==> src/aes_wrap_macros.svh <==
// AES wrapper glue widths and counts
// Shared by the package, the register bus and every RTL block

`ifndef AES_WRAP_MACROS_SVH
`define AES_WRAP_MACROS_SVH

// ============================================================
// Register bus
// ============================================================

// Register byte address width
`define AES_WRAP_ADDR_W 12
// Bus word width
`define AES_WRAP_DATA_W 32

// ============================================================
// Key and seed storage
// ============================================================

// 8 words of 32 bits, 256-bit key
`define AES_WRAP_KEY_WORDS 8
// Key word offset from the key vault
`define AES_WRAP_KEY_OFS_W 3
// 9 words of 32 bits, 288-bit seed state
`define AES_WRAP_SEED_WORDS 9

`endif

==> src/aes_wrap_pkg.sv <==
// AES wrapper glue types
// Register map and requester classification

`default_nettype none

`include "aes_wrap_macros.svh"

package aes_wrap_pkg;

  // Register byte addresses
  typedef enum logic [`AES_WRAP_ADDR_W-1:0] {
    CTRL       = 12'h000,  // Bit 0 endian swap enable
    KEY_CTRL   = 12'h004,  // Bit 0 starts a key read
    KEY_STATUS = 12'h008,  // Bit 0 key valid
    // Data window, swappable
    DATA_IN_0  = 12'h010,
    DATA_IN_1  = 12'h014,
    DATA_IN_2  = 12'h018,
    DATA_IN_3  = 12'h01C,
    // Seed words, write only
    SEED_0     = 12'h020,
    SEED_1     = 12'h024,
    SEED_2     = 12'h028,
    SEED_3     = 12'h02C,
    SEED_4     = 12'h030,
    SEED_5     = 12'h034,
    SEED_6     = 12'h038,
    SEED_7     = 12'h03C,
    SEED_8     = 12'h040
  } reg_addr_e;

  // Requests present in a cycle, encoded as {dma, host}
  typedef enum logic [1:0] {
    SRC_NONE = 2'b00,
    SRC_HOST = 2'b01,
    SRC_DMA  = 2'b10,
    SRC_BOTH = 2'b11
  } req_src_e;

endpackage

`default_nettype wire

==> src/reg_bus_if.sv <==
// Internal register bus between requester mux and register file
// Single-cycle access, no handshake

`timescale 1ns/1ps
`default_nettype none

`include "aes_wrap_macros.svh"

interface reg_bus_if;

  // Request side
  logic                        dv;
  logic                        write;
  logic [`AES_WRAP_ADDR_W-1:0] addr;
  logic [`AES_WRAP_DATA_W-1:0] wdata;

  // Response, valid in the dv cycle
  logic [`AES_WRAP_DATA_W-1:0] rdata;
  // Unmapped address
  logic                        error;

  // Requester mux side
  modport mux_mp (
    output dv, write, addr, wdata,
    input  rdata, error
  );

  // Register file side
  modport regs_mp (
    input  dv, write, addr, wdata,
    output rdata, error
  );

endinterface

`default_nettype wire

==> src/cif_req_mux.sv <==
// Host/DMA request mux onto the register bus
// Flags collisions and byte-swaps the data window when enabled

`timescale 1ns/1ps
`default_nettype none

`include "aes_wrap_macros.svh"

module cif_req_mux
  import aes_wrap_pkg::*;
(
  // Host requester
  input  wire logic                        host_dv_i,
  input  wire logic                        host_write_i,
  input  wire logic [`AES_WRAP_ADDR_W-1:0] host_addr_i,
  input  wire logic [`AES_WRAP_DATA_W-1:0] host_wdata_i,
  output logic      [`AES_WRAP_DATA_W-1:0] host_rdata_o,
  output logic                             host_error_o,
  // DMA requester
  input  wire logic                        dma_dv_i,
  input  wire logic                        dma_write_i,
  input  wire logic [`AES_WRAP_ADDR_W-1:0] dma_addr_i,
  input  wire logic [`AES_WRAP_DATA_W-1:0] dma_wdata_i,
  output logic      [`AES_WRAP_DATA_W-1:0] dma_rdata_o,
  output logic                             dma_error_o,
  // From CTRL bit 0
  input  wire logic                        endian_swap_i,
  reg_bus_if.mux_mp                        bus
);

  req_src_e                    req_src;
  logic                        collision;
  logic                        sel_write;
  logic [`AES_WRAP_ADDR_W-1:0] sel_addr;
  logic [`AES_WRAP_DATA_W-1:0] sel_wdata;
  logic                        swap_en;
  logic [`AES_WRAP_DATA_W-1:0] rdata_post;

  // Reverse byte order of one bus word
  function automatic logic [`AES_WRAP_DATA_W-1:0] byte_swap(
    input logic [`AES_WRAP_DATA_W-1:0] word
  );
    logic [`AES_WRAP_DATA_W-1:0] res;
    for (int b = 0; b < `AES_WRAP_DATA_W / 8; b++) begin
      res[b*8 +: 8] = word[(`AES_WRAP_DATA_W/8 - 1 - b)*8 +: 8];
    end
    return res;
  endfunction

  // ============================================================
  // Requester select
  // ============================================================

  always_comb begin
    req_src   = req_src_e'({dma_dv_i, host_dv_i});
    sel_write = 1'b0;
    sel_addr  = '0;
    sel_wdata = '0;
    case (req_src)
      SRC_HOST: begin
        sel_write = host_write_i;
        sel_addr  = host_addr_i;
        sel_wdata = host_wdata_i;
      end
      SRC_DMA: begin
        sel_write = dma_write_i;
        sel_addr  = dma_addr_i;
        sel_wdata = dma_wdata_i;
      end
      // Idle or collision, nothing forwarded
      default: ;
    endcase
  end

  // Firmware must keep the two requesters apart
  assign collision = (req_src == SRC_BOTH);

  // Swap only on the data window
  assign swap_en = endian_swap_i &&
                   (sel_addr inside {DATA_IN_0, DATA_IN_1, DATA_IN_2, DATA_IN_3});

  assign bus.dv    = (req_src == SRC_HOST) || (req_src == SRC_DMA);
  assign bus.write = sel_write;
  assign bus.addr  = sel_addr;
  assign bus.wdata = swap_en ? byte_swap(sel_wdata) : sel_wdata;

  // ============================================================
  // Responses
  // ============================================================

  assign rdata_post = swap_en ? byte_swap(bus.rdata) : bus.rdata;

  // Zero unless this requester owns the bus
  assign host_rdata_o = (req_src == SRC_HOST) ? rdata_post : '0;
  assign dma_rdata_o  = (req_src == SRC_DMA) ? rdata_post : '0;

  // Collision errors both, decode error only the owner
  assign host_error_o = collision || ((req_src == SRC_HOST) && bus.error);
  assign dma_error_o  = collision || ((req_src == SRC_DMA) && bus.error);

  // Colliding requests must never reach the register file
  always_comb begin
    a_no_dv_on_collision : assert final (!(bus.dv && host_dv_i && dma_dv_i));
  end

endmodule

`default_nettype wire

==> src/aes_wrap_regs.sv <==
// AES wrapper register file
// CTRL, key control and status, data window and seed words

`timescale 1ns/1ps
`default_nettype none

`include "aes_wrap_macros.svh"

module aes_wrap_regs
  import aes_wrap_pkg::*;
(
  input  wire logic  clk,
  input  wire logic  reset_n,
  reg_bus_if.regs_mp bus,
  // Key status from the loader
  input  wire logic  key_valid_i,
  output logic       endian_swap_o,
  // One-cycle pulse, cycle after the KEY_CTRL write
  output logic       key_read_req_o,
  // Seed words to the entropy buffer, SEED_0 in the low word
  output logic [`AES_WRAP_SEED_WORDS*`AES_WRAP_DATA_W-1:0] seed_o,
  output logic [`AES_WRAP_SEED_WORDS-1:0]                  seed_wr_o
);

  localparam int SEED_IDX_W = $clog2(`AES_WRAP_SEED_WORDS);

  // Storage
  logic                                              swap_q;
  logic                                              key_req_q;
  logic [3:0][`AES_WRAP_DATA_W-1:0]                  data_q;
  logic [`AES_WRAP_SEED_WORDS-1:0][`AES_WRAP_DATA_W-1:0] seed_q;

  // Decode
  logic                        wr_en;
  logic                        mapped;
  logic                        ctrl_hit;
  logic                        kctrl_hit;
  logic                        data_hit;
  logic                        seed_hit;
  logic [1:0]                  data_idx;
  logic [`AES_WRAP_ADDR_W-1:0] seed_ofs;
  logic [SEED_IDX_W-1:0]       seed_idx;

  assign wr_en    = bus.dv && bus.write;
  // Word index within each block
  assign data_idx = bus.addr[3:2];
  assign seed_ofs = bus.addr - SEED_0;
  assign seed_idx = seed_ofs[2 +: SEED_IDX_W];

  // ============================================================
  // Address decode and read mux
  // ============================================================

  always_comb begin
    mapped    = 1'b1;
    ctrl_hit  = 1'b0;
    kctrl_hit = 1'b0;
    data_hit  = 1'b0;
    seed_hit  = 1'b0;
    bus.rdata = '0;
    case (bus.addr)
      CTRL: begin
        ctrl_hit  = 1'b1;
        bus.rdata = {{(`AES_WRAP_DATA_W-1){1'b0}}, swap_q};
      end
      // Start bit is self-clearing, reads zero
      KEY_CTRL: kctrl_hit = 1'b1;
      KEY_STATUS: bus.rdata = {{(`AES_WRAP_DATA_W-1){1'b0}}, key_valid_i};
      DATA_IN_0, DATA_IN_1, DATA_IN_2, DATA_IN_3: begin
        data_hit  = 1'b1;
        bus.rdata = data_q[data_idx];
      end
      // Seed words read as zero
      SEED_0, SEED_1, SEED_2, SEED_3, SEED_4, SEED_5, SEED_6, SEED_7, SEED_8: begin
        seed_hit = 1'b1;
      end
      default: mapped = 1'b0;
    endcase
  end

  assign bus.error = bus.dv && !mapped;

  // Seed strobes land at the same edge as the write
  always_comb begin
    seed_wr_o = '0;
    if (wr_en && seed_hit) begin
      seed_wr_o[seed_idx] = 1'b1;
    end
  end

  // ============================================================
  // Register updates
  // ============================================================

  always_ff @(posedge clk or negedge reset_n) begin
    if (!reset_n) begin
      swap_q    <= 1'b0;
      key_req_q <= 1'b0;
      data_q    <= '0;
      seed_q    <= '0;
    end else begin
      // Pulse from a write of 1 to KEY_CTRL bit 0
      key_req_q <= wr_en && kctrl_hit && bus.wdata[0];
      if (wr_en && ctrl_hit) begin
        swap_q <= bus.wdata[0];
      end
      if (wr_en && data_hit) begin
        data_q[data_idx] <= bus.wdata;
      end
      if (wr_en && seed_hit) begin
        seed_q[seed_idx] <= bus.wdata;
      end
    end
  end

  assign endian_swap_o  = swap_q;
  assign key_read_req_o = key_req_q;
  assign seed_o         = seed_q;

endmodule

`default_nettype wire

==> src/key_load.sv <==
// Key vault word capture with byte swizzle into a 256-bit key
// Keeps the key-valid sideband for the AES engine

`timescale 1ns/1ps
`default_nettype none

`include "aes_wrap_macros.svh"

module key_load (
  input  wire logic                          clk,
  input  wire logic                          reset_n,
  // New key request, invalidates the held key
  input  wire logic                          key_read_req_i,
  // Key vault read stream
  input  wire logic                          kv_wr_en_i,
  input  wire logic [`AES_WRAP_KEY_OFS_W-1:0] kv_ofs_i,
  input  wire logic [`AES_WRAP_DATA_W-1:0]    kv_data_i,
  input  wire logic                          kv_done_i,
  input  wire logic                          kv_error_i,
  input  wire logic                          zeroize_i,
  output logic                               key_valid_o,
  output logic [`AES_WRAP_KEY_WORDS*`AES_WRAP_DATA_W-1:0] key_o
);

  logic [`AES_WRAP_KEY_WORDS-1:0][`AES_WRAP_DATA_W-1:0] key_q;
  logic [`AES_WRAP_DATA_W-1:0]                         kv_data_swz;
  logic                                                valid_q;
  logic                                                invalidate;

  // Vault words are big endian, engine wants little endian
  always_comb begin
    for (int b = 0; b < `AES_WRAP_DATA_W / 8; b++) begin
      kv_data_swz[b*8 +: 8] = kv_data_i[(`AES_WRAP_DATA_W/8 - 1 - b)*8 +: 8];
    end
  end

  // Key words
  always_ff @(posedge clk or negedge reset_n) begin
    if (!reset_n) begin
      key_q <= '0;
    end else if (zeroize_i) begin
      key_q <= '0;
    end else if (kv_wr_en_i) begin
      key_q[kv_ofs_i] <= kv_data_swz;
    end
  end

  // Clearing wins over done
  assign invalidate = key_read_req_i || kv_error_i || zeroize_i;

  always_ff @(posedge clk or negedge reset_n) begin
    if (!reset_n) begin
      valid_q <= 1'b0;
    end else if (invalidate) begin
      valid_q <= 1'b0;
    end else if (kv_done_i) begin
      valid_q <= 1'b1;
    end
  end

  assign key_valid_o = valid_q;
  assign key_o       = key_q;

  // Vault must not stream words while the key is being wiped
  a_no_wr_on_zeroize : assert property (
    @(posedge clk) disable iff (!reset_n) !(kv_wr_en_i && zeroize_i)
  );

endmodule

`default_nettype wire

==> src/entropy_seed_buffer.sv <==
// Rotating seed buffer feeding 32-bit entropy words
// Reseeds once firmware has written all nine seed words

`timescale 1ns/1ps
`default_nettype none

`include "aes_wrap_macros.svh"

module entropy_seed_buffer (
  input  wire logic clk,
  input  wire logic reset_n,
  input  wire logic [`AES_WRAP_SEED_WORDS*`AES_WRAP_DATA_W-1:0] seed_i,
  input  wire logic [`AES_WRAP_SEED_WORDS-1:0]                  seed_wr_i,
  input  wire logic                                             entropy_req_i,
  output logic      [`AES_WRAP_DATA_W-1:0]                      entropy_o
);

  // Which seed words were written since the last reseed
  logic [`AES_WRAP_SEED_WORDS-1:0]                  seed_vld_q;
  logic                                             reseed;
  logic [`AES_WRAP_SEED_WORDS*`AES_WRAP_DATA_W-1:0] state_q;

  assign reseed = &seed_vld_q;

  always_ff @(posedge clk or negedge reset_n) begin
    if (!reset_n) begin
      seed_vld_q <= '0;
    end else if (reseed) begin
      seed_vld_q <= '0;
    end else begin
      seed_vld_q <= seed_vld_q | seed_wr_i;
    end
  end

  // Reseed wins over a request
  always_ff @(posedge clk or negedge reset_n) begin
    if (!reset_n) begin
      state_q <= '0;
    end else if (reseed) begin
      state_q <= seed_i;
    end else if (entropy_req_i) begin
      // Rotate right by one word
      state_q <= {state_q[`AES_WRAP_DATA_W-1:0],
                  state_q[`AES_WRAP_SEED_WORDS*`AES_WRAP_DATA_W-1:`AES_WRAP_DATA_W]};
    end
  end

  assign entropy_o = state_q[`AES_WRAP_DATA_W-1:0];

  // Tracking restarts after every reseed
  a_flags_clear_after_reseed : assert property (
    @(posedge clk) disable iff (!reset_n) reseed |=> (seed_vld_q == '0)
  );

endmodule

`default_nettype wire

==> src/aes_wrap_top.sv <==
// AES wrapper host-side glue top level
// Request mux, registers, key loading and entropy buffer on plain ports

`timescale 1ns/1ps
`default_nettype none

`include "aes_wrap_macros.svh"

module aes_wrap_top (
  input  wire logic                           clk,
  input  wire logic                           reset_n,
  // Host requester
  input  wire logic                           host_dv_i,
  input  wire logic                           host_write_i,
  input  wire logic [`AES_WRAP_ADDR_W-1:0]    host_addr_i,
  input  wire logic [`AES_WRAP_DATA_W-1:0]    host_wdata_i,
  output logic      [`AES_WRAP_DATA_W-1:0]    host_rdata_o,
  output logic                                host_error_o,
  // DMA requester
  input  wire logic                           dma_dv_i,
  input  wire logic                           dma_write_i,
  input  wire logic [`AES_WRAP_ADDR_W-1:0]    dma_addr_i,
  input  wire logic [`AES_WRAP_DATA_W-1:0]    dma_wdata_i,
  output logic      [`AES_WRAP_DATA_W-1:0]    dma_rdata_o,
  output logic                                dma_error_o,
  // Key vault read stream
  input  wire logic                           kv_wr_en_i,
  input  wire logic [`AES_WRAP_KEY_OFS_W-1:0] kv_ofs_i,
  input  wire logic [`AES_WRAP_DATA_W-1:0]    kv_data_i,
  input  wire logic                           kv_done_i,
  input  wire logic                           kv_error_i,
  input  wire logic                           zeroize_i,
  // Entropy request from the engine
  input  wire logic                           entropy_req_i,
  output logic                                key_read_req_o,
  output logic                                key_valid_o,
  output logic [`AES_WRAP_KEY_WORDS*`AES_WRAP_DATA_W-1:0] key_o,
  output logic [`AES_WRAP_DATA_W-1:0]                     entropy_o
);

  reg_bus_if bus_if ();

  logic                                             endian_swap;
  logic [`AES_WRAP_SEED_WORDS*`AES_WRAP_DATA_W-1:0] seed;
  logic [`AES_WRAP_SEED_WORDS-1:0]                  seed_wr;

  // ============================================================
  // Register path
  // ============================================================

  cif_req_mux i_cif_req_mux (
    .host_dv_i     (host_dv_i),
    .host_write_i  (host_write_i),
    .host_addr_i   (host_addr_i),
    .host_wdata_i  (host_wdata_i),
    .host_rdata_o  (host_rdata_o),
    .host_error_o  (host_error_o),
    .dma_dv_i      (dma_dv_i),
    .dma_write_i   (dma_write_i),
    .dma_addr_i    (dma_addr_i),
    .dma_wdata_i   (dma_wdata_i),
    .dma_rdata_o   (dma_rdata_o),
    .dma_error_o   (dma_error_o),
    .endian_swap_i (endian_swap),
    .bus           (bus_if.mux_mp)
  );

  aes_wrap_regs i_aes_wrap_regs (
    .clk            (clk),
    .reset_n        (reset_n),
    .bus            (bus_if.regs_mp),
    .key_valid_i    (key_valid_o),
    .endian_swap_o  (endian_swap),
    .key_read_req_o (key_read_req_o),
    .seed_o         (seed),
    .seed_wr_o      (seed_wr)
  );

  // ============================================================
  // Key and entropy sidebands
  // ============================================================

  key_load i_key_load (
    .clk            (clk),
    .reset_n        (reset_n),
    .key_read_req_i (key_read_req_o),
    .kv_wr_en_i     (kv_wr_en_i),
    .kv_ofs_i       (kv_ofs_i),
    .kv_data_i      (kv_data_i),
    .kv_done_i      (kv_done_i),
    .kv_error_i     (kv_error_i),
    .zeroize_i      (zeroize_i),
    .key_valid_o    (key_valid_o),
    .key_o          (key_o)
  );

  entropy_seed_buffer i_entropy_seed_buffer (
    .clk           (clk),
    .reset_n       (reset_n),
    .seed_i        (seed),
    .seed_wr_i     (seed_wr),
    .entropy_req_i (entropy_req_i),
    .entropy_o     (entropy_o)
  );

endmodule

`default_nettype wire

==> config.mk <==
export PLATFORM = sky130hd
export DESIGN_NAME = aes_wrap_top
export DESIGN_NICKNAME = d
export VERILOG_FILES = /design/src/aes_wrap_pkg.sv /design/src/reg_bus_if.sv /design/src/cif_req_mux.sv /design/src/aes_wrap_regs.sv /design/src/key_load.sv /design/src/entropy_seed_buffer.sv /design/src/aes_wrap_top.sv
export VERILOG_INCLUDE_DIRS = /design/src
export SDC_FILE = /design/constraint.sdc
export NUM_CORES = 1
export LEC_CHECK = 0
export BUFFER_PORTS_ARGS = -buffer_cell sky130_fd_sc_hd__buf_2
export CORE_ASPECT_RATIO = 1.75
export CORE_MARGIN = 5
export CORE_UTILIZATION = 40
export DETAILED_ROUTE_END_ITERATION = 8
export PLACE_DENSITY = 0.6
export SLEW_MARGIN = 25
export SYNTH_ARGS = -nofsm -noshare
export SYNTH_HDL_FRONTEND = slang
export SYNTH_HIERARCHICAL = 1
export SYNTH_SLANG_ARGS = --single-unit
==> constraint.sdc <==
create_clock -name clk -period 5.3 [get_ports clk]
set_clock_uncertainty 0.05 [all_clocks]
set_input_delay 1.06 -clock clk [delete_from_list [all_inputs] [get_ports clk]]
set_output_delay 1.06 -clock clk [all_outputs]
set_load 0.005 [all_outputs]
==> results.md, run 1 <==
* Status: completed
* Die Wd at 264 microns
* Worst hold path class: in -> async
* R2r setup slk at 2.43 ns
* Post-Synth Simple-Gate Area at 6.77%
* FILL cells at 10.1k
* Max Cap Viol at 0
* CP Capture Type: primary output
* Peak Freq at 208 MHz
* Tmin final at 4.81 ns
* Final Hold Viols at 0
* Asr flop ratio synth at 100%
* Syn nets at 3,381
* Clk buf depth at 3
* Antenna Violating Nets Remaining at 0
* Vias per cell at 5.12
* Pre-CTS setup slack at 0.522 ns
* GRT Residual Overflow at 0
* Period Utilization, post-route at 90.7%
* Critical Path RT at 4.19 ns
* Placer congestion estimate at 0.809
* Post CTS Setup Buffer Count at 0
* Core area at 112,000 sq um
* Reg2Reg Depth at 7
* Clock network power share at 44.8%
* Synthesized area per cell at 13.9 sq um
* Post-synth cell types at 49
* RSZ-0062 raised after global routing: false
* Rel. slew slack at 30.1%
* DP Wirelength at 75,000 microns
* Root buf cell: clkbuf_16
* Primary FF master, synth: dfrtp_1
* Final worst slack at 0.494 ns
* Initial antenna violation count at 5
* Yosys warning total at 6
* Pleak at 0.0275 uW
* Sw frac at 23.4%
* Synth Area in Adders at 0.0832%
* Xor/xnor share of the synthesized area at 0%
* Clk sinks at 972
* Largest net degree at the start of global routing at 161
* Crit path to: host_rdata_o[3]
* Num CTS Buffers at 93
* Worst-margin pin slew at 1.05 ns
* Synth Area in Compound Gates at 0.998%
* Internal power at 11,700 uW
* Tot GR Track Use at 18.8%
* CTS tree: done
* Setup violators final at 0
* Area Growth Syn to Fin at 15.4%
* Clk_lat worst skew at 0.68 ns
* NumNets Final at 3,760
* Syn Std Cell Area at 45,100 sq um
* P_sw at 3560 uW
* Critical R2R Capture: i_aes_wrap_regs/seed_o[104]
* Cells after Synth at 3,244
* Post-Route WL at 115,000 microns
* Number of synthesized register bits at 972
* Comb power frac at 5.9%
* Critical R2R Launch: i_aes_wrap_regs/endian_swap_o
* Pwr/cell area at 293 nW/um^2
* Port bufs at 489
* Fin Setup TNS at 0 ns
* Layout cells sized above 1 at 48.4%
* Global-route wire length before repair at 176,000 microns
* Wire length per cell at 22.1 microns
* Critical Path Source: host_dv_i
* Post-synth EDFFs at 0
* Hold_buf cts at 0
* Sequential Power Share at 49.3%
* Initial DRC Count at 1,443
* Kind of critical path: in -> out
* Area of the die at 120,000 sq um
* Largest family of logic cells by synthesized area: multiplexers
* Pre-antenna DRT Iters at 5
* Rows at 163
* Number of global-route vias before repair at 28.3k
* Slew Limit Fails at 0
* Synth top area share at 53.9%
* Synth top area cells: dfrtp_1, mux2_2, mux2i_1
* Io pins at 490
* Maximum VDD drop at 0.220 mV
* # H-tree levels at 3
* Yosys top cell by area: dfrtp_1
* Chip height at 454 microns
* Critical path peak fanout at 24
* Via count at 26.5k
* Clock-pin slew on the worst setup and hold paths at 0.06 ns
* Min Hold Slack at 0.194 ns
* Initial core utilization at 40.2%
* CTS resizes at 0
* Startpoint types: primary input
* # DRC at 0
* Post-synthesis mux area share at 34.4%
* Post-synthesis sequential area ratio at 53.9%
* CP Data Arrival Time at 3.70 ns
-- power groups by stage --
stage / Combinational (uW) / Sequential, uW / Clock [uW]
2_1_floorplan: 436 / 7660 / 0
3_3_place_gp: 915 / 7660 / 0
3_5_place_dp: 922 / 7660 / 0
4_1_cts: 924 / 7520 / 7090
5_1_grt: 987 / 7520 / 7350
6_report: 900 / 7520 / 6830
-- cell families (layout without fill, tap and decap cells) --
group                    after synthesis  count (layout)
AO/OA/AOI/OAI                         55              55
adder cells (fa/ha/maj)                3               3
buffers and inverters                321             774
flip-flops                           972             972
multiplexers                        1378            1378
other                                  0               1
AND/OR/NAND/NOR                      515             515
-- synth_stat cells (3+ instances only) --
master,number
a22oi_1,12
buf_8,5
mux2_4,29
nand4_1,12
nor2_1,41
inv_1,6
nand4_4,4
mux2_1,19
clkbuf_4,11
buf_6,16
o31ai_1,3
nand4b_1,4
dfrtp_1,972
nand2_1,101
buf_1,19
nor4_1,4
mux2_2,945
mux2i_1,353
clkbuf_1,115
mux4_2,32
buf_4,46
ha_1,3
nand2b_1,288
nor2b_1,31
buf_2,101
a22o_1,32
nand3_1,4
nand4bb_1,4
-- state kept, by name, indices dropped and copies added, names as in the netlist --
signal / count
i_aes_wrap_regs/endian_swap_o: 1
i_key_load/key_o: 256
i_entropy_seed_buffer/seed_vld_q: 9
i_aes_wrap_regs/seed_o: 288
i_aes_wrap_regs/key_read_req_o: 1
i_key_load/key_valid_o: 1
i_aes_wrap_regs/data_q: 128
i_entropy_seed_buffer/state_q: 288
-- per-stage QoR --
stage	total power [uW]	instance area, sq um	std cells	utilization (%)
6_report	15300	52100	5183	46.3
5_1_grt	15900	52100	5183	46.3
4_1_cts	15500	52000	5181	46.3
3_5_place_dp	8580	48900	5012	43.5
3_3_place_gp	8570	48900	5011	43.5
2_1_floorplan	8100	45100	3244	-
-- layout by cell type, fill, tap and decap left out, types with 3 or more instances in the layout --
cell        count
a22o_1         32
a22oi_1        12
buf_12         17
buf_2         486
buf_4          93
bufinv_16       6
clkbuf_1       15
clkbuf_16      94
clkbuf_8       23
clkinv_2       20
clkinvlp_4      4
dfrtp_1       972
inv_1           5
inv_6           3
mux2_1         19
mux2_2        945
mux2_4         29
mux2i_1       346
mux2i_2         7
mux4_2         32
nand2_1       101
nand2b_1      288
nand3_1         4
nand4_1        12
nand4_4         4
nand4b_1        4
nor2_1         39
nor2b_1        31
nor4_1          3
o31ai_1         3
-- routing by layer --
| metal | global-route usage [%] | vias up | part of all wire [%] |
|---|---|---|---|
| met2 | 32.5 | 644 | 50 |
| met3 | 3.56 | 132 | 5.6 |
| met1 | 23.8 | 13700 | 42 |
| li1 | - | 12100 | - |
| met5 | 0 | - | 0 |
| met4 | 6.12 | 0 | 2.8 |
-- cell type report --
type / count / area (sq um) / share of cell area [%]
antenna: 1 / 2.50 / 0.00481
clock buffer: 132 / 2730 / 5.23
clock inverter: 37 / 390 / 0.750
inverter: 6 / 22.5 / 0.0433
multi-input combinational: 1951 / 19200 / 36.9
sequential: 972 / 24300 / 46.7
tap: 1485 / 1860 / 3.57
timing repair buffer: 599 / 3530 / 6.78
-- worst min path at each step --
stage	startpoint	to	slack, ns	depth (start not counted)
5_1_grt	reset_n	i_entropy_seed_buffer/state_q[237]	0.17	1
3_3_place_gp	i_aes_wrap_regs/seed_o[38]	i_aes_wrap_regs/seed_o[38]	0.42	1
4_1_cts	kv_error_i	i_key_load/key_valid_o	0.40	2
2_1_floorplan	i_aes_wrap_regs/key_read_req_o	i_key_load/key_valid_o	0.38	1
6_report	reset_n	i_entropy_seed_buffer/state_q[269]	0.19	1
3_5_place_dp	i_aes_wrap_regs/seed_o[38]	i_aes_wrap_regs/seed_o[38]	0.43	1
-- critical path: stages --
cell and delay (ns):
buf_2 0.13, inv_1 0.10, ha_4 0.30, a22oi_1 0.15, nor2_1 0.11, buf_4 0.17, nor4b_4 0.23, nand3_1 0.26
buf_4 0.26, nor2b_1 0.18, nand2_1 0.12, mux2i_1 0.41, buf_2 0.21
Power figures use the tool's default switching activity.
==> inputs of run 2 (changes only) <==
- CORE_MARGIN: 5 -> 8
==> run 2 against run 1 <==
  * Non-clock buffer count is 3 lower
  * Critical endpoint unchanged
  * Combinational power is 0.8% higher
  * Final cell count hardly changed
  * Design area hardly changed
  * First-iteration DRC count is 12% higher
  * Register-to-register slack better by 0.16 ns
  * Routed wire length is 2.5% higher
  * Global-route usage is 0.15 points lower
  * Hold slack better by 0.22 ns
==> results.md, run 2 (synthesis gave the netlist of run 1 again) <==
* CTS resizes at 0
* Layout cells sized above 1 at 48.3%
* Antenna Violating Nets Remaining at 0
* Setup violators final at 0
* Period Utilization, post-route at 90.8%
* Post-Place Cell Area at 49,000 sq um
* Post CTS Setup Buffer Count at 0
* Wire length per cell at 22.7 microns
* Critical Path RT at 4.19 ns
* Die Wd at 270 microns
* Slew Limit Fails at 0
* Core area at 112,000 sq um
* Initial DRC Count at 1,617
* Chip height at 460 microns
* Maximum VDD drop at 0.248 mV
* Clk buf depth at 3
* Status: completed
* Startpoint types: primary input
* Port bufs at 489
* Pwr/cell area at 292 nW/um^2
* Final Hold Viols at 0
* Clk_lat worst skew at 0.67 ns
* CP Data Arrival Time at 3.70 ns
* Global-route wire length before repair at 180,000 microns
* CP Capture Type: primary output
* Initial antenna violation count at 2
* Worst hold path class: in -> async
* Commonest non-fill, non-tap cell in the layout: dfrtp_1
* CTS tree: done
* Rel. slew slack at 37.5%
* Num CTS Buffers at 93
* R2r setup slk at 2.59 ns
* Pre-CTS setup slack at 0.537 ns
* Largest net degree at the start of global routing at 133
* NumNets Final at 3,757
* Io pins at 490
* Critical R2R Launch: i_aes_wrap_regs/endian_swap_o
* Tot GR Track Use at 18.6%
* Clock-pin slew on the worst setup and hold paths at 0.06 ns
* Clk sinks at 972
* Critical R2R Capture: i_aes_wrap_regs/data_q[54]
* RSZ-0062 raised after global routing: false
* # DRC at 0
* Number of global-route vias before repair at 28.3k
* Min Hold Slack at 0.415 ns
* Worst-margin pin slew at 0.937 ns
* Pleak at 0.0275 uW
* GRT Residual Overflow at 0
* Root buf cell: clkbuf_16
* DP Wirelength at 76,700 microns
* Rows at 163
* Fin util at 46.3%
* Area Growth Syn to Fin at 15.4%
* Reg2Reg Depth at 6
* Area of the die at 124,000 sq um
* Post-Route WL at 118,000 microns
* Kind of critical path: in -> out
* Via count at 26.5k
* Fin Setup TNS at 0 ns
* Peak Freq at 208 MHz
* Critical path peak fanout at 31
* Most frequent cells in the layout: dfrtp_1, mux2_2, buf_2, mux2i_1, nand2b_1
* Final worst slack at 0.487 ns
* Post-route cell area at 52,100 sq um
* Hold_buf cts at 0
* Initial core utilization at 40.2%
* Tmin final at 4.81 ns
* # H-tree levels at 3
* Vias per cell at 5.11
* Max Cap Viol at 0
* Placer congestion estimate at 0.796
* Pre-antenna DRT Iters at 6
==> run 2: changes by cell type in the layout (fill, tap and decap cells not counted), moves of 2 or more <==
cell	before	now
buf_4	93	86
buf_12	17	21
clkbuf_1	15	19
clkinvlp_4	4	0
inv_6	3	6
clkinv_2	20	18
==> run 2: worst max-delay path by stage <==
stage | startpoint | to | slack, ns | depth (start not counted)
final | host_dv_i | host_rdata_o[3] | 0.49 | 13
after global routing | host_dv_i | host_rdata_o[3] | 0.29 | 13
after CTS | host_dv_i | dma_rdata_o[24] | 0.52 | 13
after detailed placement | host_dv_i | dma_rdata_o[24] | 0.54 | 13
after global placement | host_dv_i | host_rdata_o[8] | 0.60 | 13
after floorplan | dma_dv_i | dma_rdata_o[28] | 0.27 | 15
==> run 2: cell type report <==
type / count / area [sq um]
fill: 10100 / 60300
sequential: 972 / 24300
multi-input combinational: 1951 / 19200
timing repair buffer: 596 / 3540
clock buffer: 137 / 2770
tap: 1485 / 1860
clock inverter: 32 / 330
inverter: 6 / 22.5
antenna: 1 / 2.50
==> run 2: critical path: stages <==
cell and delay (ns):
buf_2 0.13, inv_1 0.08, ha_4 0.22, a22oi_1 0.25
nor2_1 0.20, nor4b_4 0.55, nand3_2 0.11, buf_4 0.30
nor2b_1 0.20, nand2_1 0.09, mux2i_1 0.18, buf_4 0.18
buf_2 0.13
==> run 2: report_power, final <==
| group | leakage, uW | internal (uW) | switching [uW] | total [uW] |
|---|---|---|---|---|
| clock | 0.00154 | 3870 | 2900 | 6770 |
| combinational | 0.0124 | 313 | 594 | 907 |
| sequential | 0.0136 | 7490 | 36.2 | 7520 |
==> run 2: per-layer routing <==
metal | up-vias | share of wire [%] | global-route usage [%]
li1 | 12100 | - | -
met1 | 13600 | 44 | 23.8
met2 | 637 | 48 | 31.5
met3 | 136 | 5.4 | 4.29
met4 | 0 | 2.3 | 5.28
met5 | - | 0 | 0
==> run 2: through the flow <==
step	total power (uW)	std cells
after detailed placement	8590	5010
final	15200	5180
after global placement	8590	5009
after CTS	15500	5179
after floorplan	8100	3244
after global routing	15800	5180
==> inputs of run 3 (changes only) <==
- RECOVER_POWER: default -> 50
==> run 3 against run 2 <==
  * The flow now finishes with violations (capacitance limit, slew limit)
  * First-iteration DRC count fell by 0.93%
  * Via count grew 0.37%
  * Die area did not move
==> results.md, run 3 (synthesis gave the netlist of run 1 again) <==
* Critical Path RT at 4.19 ns
* Clk sinks at 972
* Clock-pin slew on the worst setup and hold paths at 0.06 ns
* FF+latch area at 24,300 sq um
* Die Wd at 270 microns
* Largest net degree at the start of global routing at 133
* GRT Residual Overflow at 0
* CTS resizes at 0
* Root buf cell: clkbuf_16
* Rows at 163
* Num CTS Buffers at 93
* Number of global-route vias before repair at 28.3k
* Slew Limit Fails at 664
* Pwr/cell area at 293 nW/um^2
* DP Wirelength at 76,700 microns
* Period Utilization, post-route at 90.3%
* Tot GR Track Use at 18.6%
* Setup violators final at 0
* Clock network power share at 44.5%
* Max Cap Viol at 6
* CP Data Arrival Time at 3.68 ns
* Fin Setup TNS at 0 ns
* Pleak at 0.0274 uW
* Global-route wire length before repair at 180,000 microns
* Peak Freq at 209 MHz
* Antenna Violating Nets Remaining at 0
* Failing checks: capacitance limit, slew limit
* Post-Route WL at 117,000 microns
* Worst hold path class: reg -> reg
* Wire length per cell at 22.7 microns
* Status: finished with violations
* NumNets Final at 3,757
* Pre-antenna DRT Iters at 5
* Area of the die at 124,000 sq um
* Hold_buf cts at 0
* Critical R2R Capture: i_aes_wrap_regs/data_q[54]
* Post-route cell area at 51,900 sq um
* Final Hold Viols at 0
* Sequential Power Share at 49.5%
* FILL cells at 10.2k
* Rel. slew slack at -168%
* Power, Total at 15,200 uW
* Initial antenna violation count at 2
* Critical R2R Launch: i_aes_wrap_regs/endian_swap_o
* CTS tree: done
* Most frequent cells in the layout: dfrtp_1, mux2_2, buf_2, mux2i_1, nand2b_1
* Area occupied by multi-input gates at 19,200 sq um
* Internal power at 11,700 uW
* HP Start: i_aes_wrap_regs/seed_o[38]
* Startpoint types: primary input
* Vias per cell at 5.13
* Core area at 112,000 sq um
* Worst hold path cell count at 1
* # H-tree levels at 3
* Commonest non-fill, non-tap cell in the layout: dfrtp_1
* Comb power frac at 5.9%
* Hold path endpoint: i_aes_wrap_regs/seed_o[38]
* Sw frac at 23.2%
* Post-Place Cell Area at 49,000 sq um
* # DRC at 0
* Initial core utilization at 40.2%
* Critical path peak fanout at 31
* Tmin final at 4.79 ns
* Area Growth Syn to Fin at 15.0%
* Worst-margin pin slew at 4.02 ns
* Placer congestion estimate at 0.796
* Layout cells sized above 1 at 48.1%
* Initial DRC Count at 1,602
* Maximum VDD drop at 0.245 mV
* CP Capture Type: primary output
* Kind of critical path: in -> out
* Chip height at 460 microns
* Post CTS Setup Buffer Count at 0
* R2r setup slk at 2.60 ns
* Clk buf depth at 3
* Reg2Reg Depth at 6
* Io pins at 490
* P_sw at 3520 uW
* RSZ-0062 raised after global routing: false
* Via count at 26.6k
* Port bufs at 489
* Clk_lat worst skew at 0.67 ns
[run 3: routing by layer]
| layer | vias to the layer above | track usage, % | share of wire (%) |
|---|---|---|---|
| met5 | - | 0 | 0 |
| met4 | 0 | 5.28 | 2.3 |
| met3 | 139 | 4.29 | 5.5 |
| met2 | 658 | 31.5 | 48 |
| met1 | 13700 | 23.8 | 44 |
| li1 | 12100 | - | - |
[run 3: metrics by stage]
stage	hold WS [ns]	utilization [%]	setup slack, ns	cells
after floorplan	0.382	-	0.270	3244
after global placement	0.418	43.5	0.600	5009
after detailed placement	0.427	43.6	0.537	5010
after CTS	0.410	46.3	0.518	5179
after global routing	0.456	46.2	0.210	5180
final	0.439	46.2	0.514	5180
[run 3: layout make-up]
class / count / share of cell area (%)
antenna: 1 / 0.00482
clock buffer: 137 / 5.33
clock inverter: 32 / 0.636
inverter: 6 / 0.0434
multi-input combinational: 1951 / 37.0
sequential: 972 / 46.9
tap: 1485 / 3.58
timing repair buffer: 596 / 6.51
[run 3: how the worst max path moves through the flow]
stage	endpoint	slack, ns	startpoint
floorplan	dma_rdata_o[28]	0.27	dma_dv_i
global placement	host_rdata_o[8]	0.60	host_dv_i
detailed placement	dma_rdata_o[24]	0.54	host_dv_i
CTS	dma_rdata_o[24]	0.52	host_dv_i
global route	i_key_load/key_o[195]	0.21	reset_n
finish	host_rdata_o[3]	0.51	host_dv_i
[run 3: worst max-delay path, stage by stage]
cell and delay [ns]:
buf_2 0.13, inv_1 0.08, ha_4 0.22, a22oi_1 0.25, nor2_1 0.20, nor4b_4 0.52
nand3_2 0.11, buf_4 0.30, nor2b_1 0.20, nand2_1 0.09, mux2i_1 0.18, buf_4 0.18
buf_2 0.13
[run 3: power groups by stage]
| stage | Sequential (uW) | Combinational (uW) | Clock, uW |
|---|---|---|---|
| global placement | 7660 | 929 | 0 |
| floorplan | 7660 | 436 | 0 |
| global route | 7530 | 988 | 7300 |
| CTS | 7520 | 937 | 7030 |
| detailed placement | 7660 | 934 | 0 |
| finish | 7520 | 899 | 6760 |
